File: src/isaPkg.sv
package isaPkg;

	// field widths of the 32-bit instruction word
	localparam int opWidth = 12;
	localparam int regWidth = 5;
	localparam int offWidth = 10;

	// pc counts words, not bytes
	localparam int pcWidth = 20;

	// one word step for sequential fetch
	localparam logic [pcWidth-1:0] pcStep = {{(pcWidth-1){1'b0}}, 1'b1};

	// opcodes the branch block cares about
	localparam logic [opWidth-1:0] opBeq = 12'h004;
	localparam logic [opWidth-1:0] opBne = 12'h005;
	localparam logic [opWidth-1:0] opJmp = 12'h002;

	// conditional branch: compare rs/rt, pc-relative word offset
	typedef struct packed {
		logic [opWidth-1:0] opcode;
		logic [regWidth-1:0] rs;
		logic [regWidth-1:0] rt;
		logic signed [offWidth-1:0] offset;
	} branchFmtT;

	// jump: absolute word target
	typedef struct packed {
		logic [opWidth-1:0] opcode;
		logic [pcWidth-1:0] target;
	} jumpFmtT;

	// same word, two views; opcode sits in the top bits of both
	typedef union packed {
		branchFmtT branchFmt;
		jumpFmtT jumpFmt;
	} instrWord;

endpackage

File: src/bpPkg.sv
package bpPkg;

	// 2-bit saturating counter states
	// high bit is the prediction
	typedef enum logic [1:0] {
		strongNot = 2'b00,
		weakNot = 2'b01,
		weakTaken = 2'b10,
		strongTaken = 2'b11
	} counterState;

	// what the ID word turned out to be
	typedef enum logic [1:0] {
		kindNone = 2'b00,
		kindCond = 2'b01,
		kindJump = 2'b10
	} branchKind;

	// counter reset value
	localparam counterState counterInit = strongNot;

endpackage

File: src/branchIfs.sv
`timescale 1ns/1ps

// lookup bus between ID decode and the counter table
interface predictIf #(
	parameter int indexBits = 4
);
	// one-cycle lookup request
	logic lookup;
	// low pc bits pick the counter
	logic [indexBits-1:0] index;
	bpPkg::branchKind kind;
	// comb answer, same cycle as lookup
	logic predictTaken;

	modport decoder (
		output lookup,
		output index,
		output kind,
		input predictTaken
	);

	modport predictor (
		input lookup,
		input index,
		input kind,
		output predictTaken
	);
endinterface

// resolution bus from EX back to the table and fetch
interface resolveIf #(
	parameter int indexBits = 4
);
	// strobe, only for conditional items in EX
	logic update;
	logic [indexBits-1:0] index;
	logic actualTaken;
	// stored prediction did not match outcome
	logic wrong;

	modport source (
		output update,
		output index,
		output actualTaken,
		output wrong
	);

	modport sink (
		input update,
		input index,
		input actualTaken,
		input wrong
	);

	// fetch only needs to know a redirect is due
	modport monitor (
		input update,
		input wrong
	);
endinterface

File: src/branchDecode.sv
`timescale 1ns/1ps

module branchDecode #(
	parameter int indexBits = 4
) (
	input logic idValid,
	input logic [isaPkg::pcWidth-1:0] idPc,
	input isaPkg::instrWord idInstr,
	input logic flush,
	predictIf.decoder pred,
	output logic [isaPkg::pcWidth-1:0] target,
	output bpPkg::branchKind kind
);

	logic [isaPkg::opWidth-1:0] opcode;
	logic [isaPkg::pcWidth-1:0] offsetExt;
	bpPkg::branchKind rawKind;

	// opcode field is common to both formats
	assign opcode = idInstr.branchFmt.opcode;

	// classify the word
	always_comb begin
		case (opcode)
			isaPkg::opBeq,
			isaPkg::opBne: rawKind = bpPkg::kindCond;
			isaPkg::opJmp: rawKind = bpPkg::kindJump;
			default: rawKind = bpPkg::kindNone;
		endcase
	end

	// no strobe, nothing to classify
	assign kind = idValid ? rawKind : bpPkg::kindNone;

	// sign extend the word offset up to pc width
	assign offsetExt = {
		{(isaPkg::pcWidth - isaPkg::offWidth){idInstr.branchFmt.offset[isaPkg::offWidth-1]}},
		idInstr.branchFmt.offset
	};

	// branch is relative to pc+1, jump is absolute
	always_comb begin
		if (rawKind == bpPkg::kindJump) begin
			target = idInstr.jumpFmt.target;
		end else begin
			target = idPc + isaPkg::pcStep + offsetExt;
		end
	end

	// wrong-path item during a redirect never looks up
	assign pred.lookup = idValid && !flush;
	assign pred.index = idPc[indexBits-1:0];
	assign pred.kind = kind;

endmodule

File: src/branchPredictor.sv
`timescale 1ns/1ps

module branchPredictor #(
	parameter int indexBits = 4
) (
	input logic rst,
	input logic clk,
	predictIf.predictor pred,
	resolveIf.sink res
);

	localparam int tableSize = 2 ** indexBits;

	// one counter per low-pc slot
	bpPkg::counterState counters [tableSize];

	// counter step for one resolved branch
	function automatic bpPkg::counterState nextState(
		input bpPkg::counterState cur,
		input logic wrong,
		input logic taken
	);
		bpPkg::counterState nxt;
		nxt = cur;
		if (wrong) begin
			// wrong guess moves one step, weak states cross over
			case (cur)
				bpPkg::strongNot: nxt = bpPkg::weakNot;
				bpPkg::weakNot: nxt = bpPkg::weakTaken;
				bpPkg::weakTaken: nxt = bpPkg::weakNot;
				bpPkg::strongTaken: nxt = bpPkg::weakTaken;
				default: nxt = cur;
			endcase
		end else begin
			// right guess: settle into the strong state of that direction
			nxt = taken ? bpPkg::strongTaken : bpPkg::strongNot;
		end
		return nxt;
	endfunction

	// write at the end of the EX cycle
	always_ff @(posedge rst or posedge clk) begin
		if (clk) begin
			for (int i = 0; i < tableSize; i++) begin
				counters[i] <= bpPkg::counterInit;
			end
		end else if (res.update) begin
			counters[res.index] <= nextState(counters[res.index], res.wrong, res.actualTaken);
		end
	end

	// comb read, so same-cycle lookup sees the old value
	// only conditional branches get a taken guess
	assign pred.predictTaken = pred.lookup
		&& (pred.kind == bpPkg::kindCond)
		&& counters[pred.index][1];

endmodule

File: src/branchResolve.sv
`timescale 1ns/1ps

module branchResolve #(
	parameter int indexBits = 4
) (
	input logic rst,
	input logic clk,
	input logic idValid,
	input logic flush,
	input logic [isaPkg::pcWidth-1:0] idPc,
	input logic [isaPkg::pcWidth-1:0] target,
	input isaPkg::instrWord idInstr,
	input bpPkg::branchKind kind,
	input logic predictTaken,
	input logic [31:0] exRsValue,
	input logic [31:0] exRtValue,
	resolveIf.source res,
	output logic mispredict,
	output logic [isaPkg::pcWidth-1:0] redirectPc
);

	// ID/EX register
	logic exValid;
	logic [isaPkg::pcWidth-1:0] exPc;
	logic [isaPkg::pcWidth-1:0] exTarget;
	logic [isaPkg::opWidth-1:0] exOp;
	bpPkg::branchKind exKind;
	logic exPredict;

	logic isCond;
	logic actualTaken;
	logic goTarget;

	// squashed items never reach EX
	always_ff @(posedge rst or posedge clk) begin
		if (clk) begin
			exValid <= 1'b0;
		end else begin
			exValid <= idValid && !flush;
		end
	end

	// payload, qualified by exValid
	always_ff @(posedge rst) begin
		exPc <= idPc;
		exTarget <= target;
		exOp <= idInstr.branchFmt.opcode;
		exKind <= kind;
		exPredict <= predictTaken;
	end

	assign isCond = exValid && (exKind == bpPkg::kindCond);

	// beq on equal, bne on not equal
	assign actualTaken = (exOp == isaPkg::opBeq) ? (exRsValue == exRtValue)
		: (exRsValue != exRtValue);

	// jumps were already steered in ID, never wrong
	assign mispredict = isCond && (actualTaken != exPredict);

	// correct next pc for the item in EX
	assign goTarget = (exKind == bpPkg::kindJump) || actualTaken;
	assign redirectPc = goTarget ? exTarget : exPc + isaPkg::pcStep;

	assign res.update = isCond;
	assign res.index = exPc[indexBits-1:0];
	assign res.actualTaken = actualTaken;
	assign res.wrong = mispredict;

endmodule

File: src/fetchPcSelect.sv
`timescale 1ns/1ps

module fetchPcSelect (
	input logic rst,
	input logic clk,
	resolveIf.monitor res,
	input logic mispredict,
	input logic [isaPkg::pcWidth-1:0] redirectPc,
	input logic predictTaken,
	input bpPkg::branchKind kind,
	input logic [isaPkg::pcWidth-1:0] target,
	output logic [isaPkg::pcWidth-1:0] fetchPc
);

	logic [isaPkg::pcWidth-1:0] nextPc;
	logic redirect;
	logic idSteer;

	// EX reports a wrong conditional
	assign redirect = res.update && res.wrong;

	// ID item steers fetch only when it is on the right path
	assign idSteer = !mispredict && (predictTaken || (kind == bpPkg::kindJump));

	// priority: EX redirect, then ID target, then sequential
	always_comb begin
		if (redirect) begin
			nextPc = redirectPc;
		end else if (idSteer) begin
			nextPc = target;
		end else begin
			nextPc = fetchPc + isaPkg::pcStep;
		end
	end

	always_ff @(posedge rst or posedge clk) begin
		if (clk) begin
			fetchPc <= '0;
		end else begin
			fetchPc <= nextPc;
		end
	end

endmodule

File: src/branchUnit.sv
`timescale 1ns/1ps

module branchUnit #(
	parameter int indexBits = 4
) (
	input logic rst,
	input logic clk,
	input logic idValid,
	input logic [isaPkg::pcWidth-1:0] idPc,
	input isaPkg::instrWord idInstr,
	input logic [31:0] exRsValue,
	input logic [31:0] exRtValue,
	output logic [isaPkg::pcWidth-1:0] fetchPc,
	output logic idPredictTaken,
	output logic mispredict,
	output logic [isaPkg::pcWidth-1:0] redirectPc
);

	// ID lookup and EX update buses
	predictIf #(.indexBits(indexBits)) predBus ();
	resolveIf #(.indexBits(indexBits)) resBus ();

	logic [isaPkg::pcWidth-1:0] idTarget;
	bpPkg::branchKind idKind;
	logic flush;

	// a redirect kills the ID item of the same cycle
	assign flush = mispredict;

	assign idPredictTaken = predBus.predictTaken;

	branchDecode #(.indexBits(indexBits)) i_branchDecode (
		.idValid(idValid),
		.idPc(idPc),
		.idInstr(idInstr),
		.flush(flush),
		.pred(predBus.decoder),
		.target(idTarget),
		.kind(idKind)
	);

	branchPredictor #(.indexBits(indexBits)) i_branchPredictor (
		.rst(rst),
		.clk(clk),
		.pred(predBus.predictor),
		.res(resBus.sink)
	);

	branchResolve #(.indexBits(indexBits)) i_branchResolve (
		.rst(rst),
		.clk(clk),
		.idValid(idValid),
		.flush(flush),
		.idPc(idPc),
		.target(idTarget),
		.idInstr(idInstr),
		.kind(idKind),
		.predictTaken(predBus.predictTaken),
		.exRsValue(exRsValue),
		.exRtValue(exRtValue),
		.res(resBus.source),
		.mispredict(mispredict),
		.redirectPc(redirectPc)
	);

	fetchPcSelect i_fetchPcSelect (
		.rst(rst),
		.clk(clk),
		.res(resBus.monitor),
		.mispredict(mispredict),
		.redirectPc(redirectPc),
		.predictTaken(predBus.predictTaken),
		.kind(idKind),
		.target(idTarget),
		.fetchPc(fetchPc)
	);

endmodule

File: config.mk
export PLATFORM = sky130hd
export DESIGN_NAME = branchUnit
export DESIGN_NICKNAME = d
export VERILOG_FILES = /design/src/isaPkg.sv /design/src/bpPkg.sv /design/src/branchIfs.sv /design/src/branchDecode.sv /design/src/branchPredictor.sv /design/src/branchResolve.sv /design/src/fetchPcSelect.sv /design/src/branchUnit.sv
export SDC_FILE = /design/constraint.sdc
export NUM_CORES = 1
export LEC_CHECK = 0
export BUFFER_PORTS_ARGS = -buffer_cell sky130_fd_sc_hd__buf_4
export CAP_MARGIN = 20
export CORE_MARGIN = 4
export CORE_UTILIZATION = 55
export CTS_CLUSTER_SIZE = 10
export DETAILED_ROUTE_END_ITERATION = 8
export PLACE_DENSITY = 0.82
export SYNTH_ARGS = -nofsm -noshare
export SYNTH_HDL_FRONTEND = slang
export SYNTH_HIERARCHICAL = 1
export SYNTH_SLANG_ARGS = --single-unit
File: constraint.sdc
create_clock -name rst -period 6.85 [get_ports rst]
set_input_delay 0.685 -clock rst [delete_from_list [all_inputs] [get_ports rst]]
set_output_delay 0.685 -clock rst [all_outputs]
set_load 0.05 [all_outputs]
==> impl_results.md <==
- Post-CTS Setup Bufs: 0
- Drt wl/cell: 17.9 um
- Clk_lat worst skew: 0.35 ns
- Post-synth cell types: 75
- Power, Total: 1.88 mW
- Synth cell count leaders: nand2_1 (70), nor2_1 (65), xnor2_1 (63), dfxtp_1 (55), dfrtp_1 (53)
- Cells along the critical path: buf_4, xnor2_1, nand4_1, nor4_2, a31o_2, and2_2, mux2i_1, nor2b_1, and4b_1, o21bai_1, nor2_1, a22oi_1, o211ai_1
- Synth top area cells: dfrtp_1 (20%), dfxtp_1 (17%), xnor2_1 (8.5%)
- Crit-path leading delay family: compound AO/OA/AOI/OAI gates
- Detailed Place HPWL: 14000 um
- Primary FF master, synth: dfxtp_1
- Synthesized area: 0.00651 sq mm
- Clk pwr share: 30.2%
- Tmin final: 3.76 ns
- Reg area: 0.00243 sq mm
- Std-Cell Rows: 39
- Die area: 0.0136 sq mm
- Number of vias per cell: 5.87
- Setup slack, reg-to-reg: 3.39 ns
- Worst R2R Path Depth: 11
- Synth warnings: 6
- WP data required: 7.07 ns
- Clock Root Buffer: clkbuf_16
- FILL cells: 903
- Hold Fails Final Rpt: 0
- Die Y: 117 um
- Max-Cap Viols: 0
- Combinational share of power: 30.3%
- Post-DRT Antenna Nets: 0
- Iter 0 DRT Violations: 340
- H-tree levels: 3
- FF-to-FF Start: i_branchResolve/exOp[5]$_DFF_P_
- Slowest stage cell on the critical path: o21bai_1
- Psw: 0.635 mW
- Final Hold Slack: 0.194 ns
- Multi-input gate area: 0.00380 sq mm
- Hold Crit Class: in -> async
- First-pass GRT wire length: 27300 um
- RSZ-0062 raised after global routing: no
- GPL Wtd Cong: 0.915
- R2R Path End: i_fetchPcSelect/fetchPc[17]$_DFF_PP0_
- Async S/R FF share, synth: 49.1%
- Ports: 161
- Final period utilization: 54.9%
- DRC: 0
- Vias in the first global route: 5606
- Sink count of the clock tree: 108
- Final setup fails: 0
- Hold_buf cts: 0
- Syn avg cell area: 9.12 sq um
- VDD IR max: 0.000148 V
- Count leader, synth: nand2_1
- Sw Ratio: 33.7%
- Fmax: 266 MHz
- Sequential-to-total area share from yosys stat: 37.3%
- Setup crit end kind: flip-flop
- Synth area leader: dfrtp_1
- Antenna violations before repair: 0
- Post-synth EDFFs: 0
- Largest net degree at the start of global routing: 33
- Nets: 993
- Yosys top cell area share: 20.4%
- Setup TNS: 0 ns
- Seq cells post-synth: 108
- Worst-path maximum fanout: 13
- Starting Density: 56.6%
- Antenna diode count: 0
- Slew @ Worst Pin: 1.12 ns
- Clock Skews: 0.00950 ns
- Synth Instances: 714
- Drt pass-1 iters: 7
- Buffers added on ports: 160
- Total CTS buffers: 9
- GRT Total Usage: 25.6%
- Final global-route overflow total: 0
- Total Routed Length: 17900 um
- P_leak: 3.42 nW
- Syn_nets: 855
- Crit path DAT: 3.98 ns
- Clk slew on worst S/H paths: 0.07 ns
- Bufs and invs on worst path: 1
- Status: completed
- PwrDens: 235 mW/mm^2
- CTS Buffer Depth: 2
- Flop pwr share: 39.5%
- Max-slew violations: 0
- Die Width: 117 um
- CP Class: in -> reg
- Layout cells sized above 1: 26.5%
- Routed vias: 5871
- Startpoint types: input port
- Int Power: 1.25 mW
- CTS tree: yes
- Slew headroom: 24.7%
- Core Area: 0.0115 sq mm
- Crit path largest cell delay: 0.65 ns
- PostCTS Resize Cnt: 0
- Area growth, synth to finish: 23.3%
[cell families (layout without fill, tap and decap cells)]
group | Yosys count | count (layout) | synth area share (%)
simple gates | 259 | 259 | 20.6
compound gates | 156 | 156 | 15.5
flops | 108 | 108 | 37.3
xor+xnor | 83 | 83 | 11.2
buf+inv | 52 | 195 | 4.38
mux | 34 | 34 | 6.74
fa+ha+maj | 22 | 22 | 4.34
[how the worst max path moves through the flow]
stage,startpoint,to,slack [ns],depth (start not counted)
after floorplan,exRtValue[11],i_fetchPcSelect/fetchPc[0]$_DFF_PP0_,2.86,13
after global placement,exRtValue[5],i_fetchPcSelect/fetchPc[17]$_DFF_PP0_,2.97,13
after detailed placement,exRtValue[0],i_fetchPcSelect/fetchPc[17]$_DFF_PP0_,2.78,13
after CTS,exRtValue[0],redirectPc[1],2.96,8
after global routing,exRtValue[0],i_fetchPcSelect/fetchPc[9]$_DFF_PP0_,2.75,12
final,exRtValue[0],i_fetchPcSelect/fetchPc[17]$_DFF_PP0_,3.09,13
[metal layers]
| metal | GRT usage [%] | vias to the layer above | share of wire [%] |
|---|---|---|---|
| met1 | 33.4 | 2724 | 41 |
| li1 | - | 2827 | - |
| met2 | 42.2 | 287 | 47 |
| met4 | 10.0 | 0 | 2.6 |
| met5 | 0 | - | 0 |
| met3 | 4.68 | 33 | 9.8 |
[metrics by stage]
stage          instance area (sq um)  std cells  setup WS [ns]  util [%]
2_1_floorplan                   6510        714           2.86         -
3_3_place_gp                    7680        983           2.97      66.7
3_5_place_dp                    7680        983           2.78      66.7
4_1_cts                         8020        999           2.96      69.6
5_1_grt                         8030       1000           2.75      69.7
6_report                        8030       1000           3.09      69.7
[layout by cell type, fill, tap and decap left out, drive strengths merged, types with 5 or more instances in the layout]
cell / count
nand3: 30
mux4: 6
buf: 163
and2: 5
nand2b: 6
nand4: 17
o21ai: 50
dfxtp: 55
nor2: 65
a31oi: 14
mux2: 19
nor4: 5
dfrtp: 53
nand2: 71
mux2i: 9
xor2: 20
o31ai: 14
a21o: 5
clkbuf: 11
xnor2: 63
a21oi: 42
inv: 18
nor2b: 8
and3: 21
ha: 21
and4: 6
[power by group through the flow]
stage	logic, mW	registers (mW)	clock network (mW)
5_1_grt	0.604	0.751	0.605
6_report	0.571	0.745	0.569
3_3_place_gp	0.558	0.753	0
4_1_cts	0.567	0.744	0.575
3_5_place_dp	0.564	0.757	0
2_1_floorplan	0.308	0.808	0
[worst reg2reg max path: cells and delay by family (launching register included)]
| kind | cells | cell delay [ns] |
|---|---|---|
| AO/OA/AOI/OAI | 4 | 1.30 |
| AND/OR/NAND/NOR | 6 | 1.20 |
| flip-flops | 1 | 0.30 |
| multiplexers | 1 | 0.52 |
[flip-flops by register name, summed over array words and instances, names as in the netlist]
signal	flops
i_branchPredictor/counters	32
i_branchResolve/exPc	20
i_branchResolve/exTarget	20
i_fetchPcSelect/fetchPc	20
i_branchResolve/exOp	12
i_branchResolve/exKind	2
i_branchResolve/exPredict	1
i_branchResolve/exValid	1
[area by class of cell]
class / instances / area share, %
clock inverter: 5 / 0.997
tap: 143 / 2.23
sequential: 108 / 30.2
multi-input combinational: 554 / 47.3
inverter: 16 / 0.748
timing repair buffer: 163 / 15.3
clock buffer: 11 / 3.16
No activity file was read; power rests on OpenSTA's default activity.
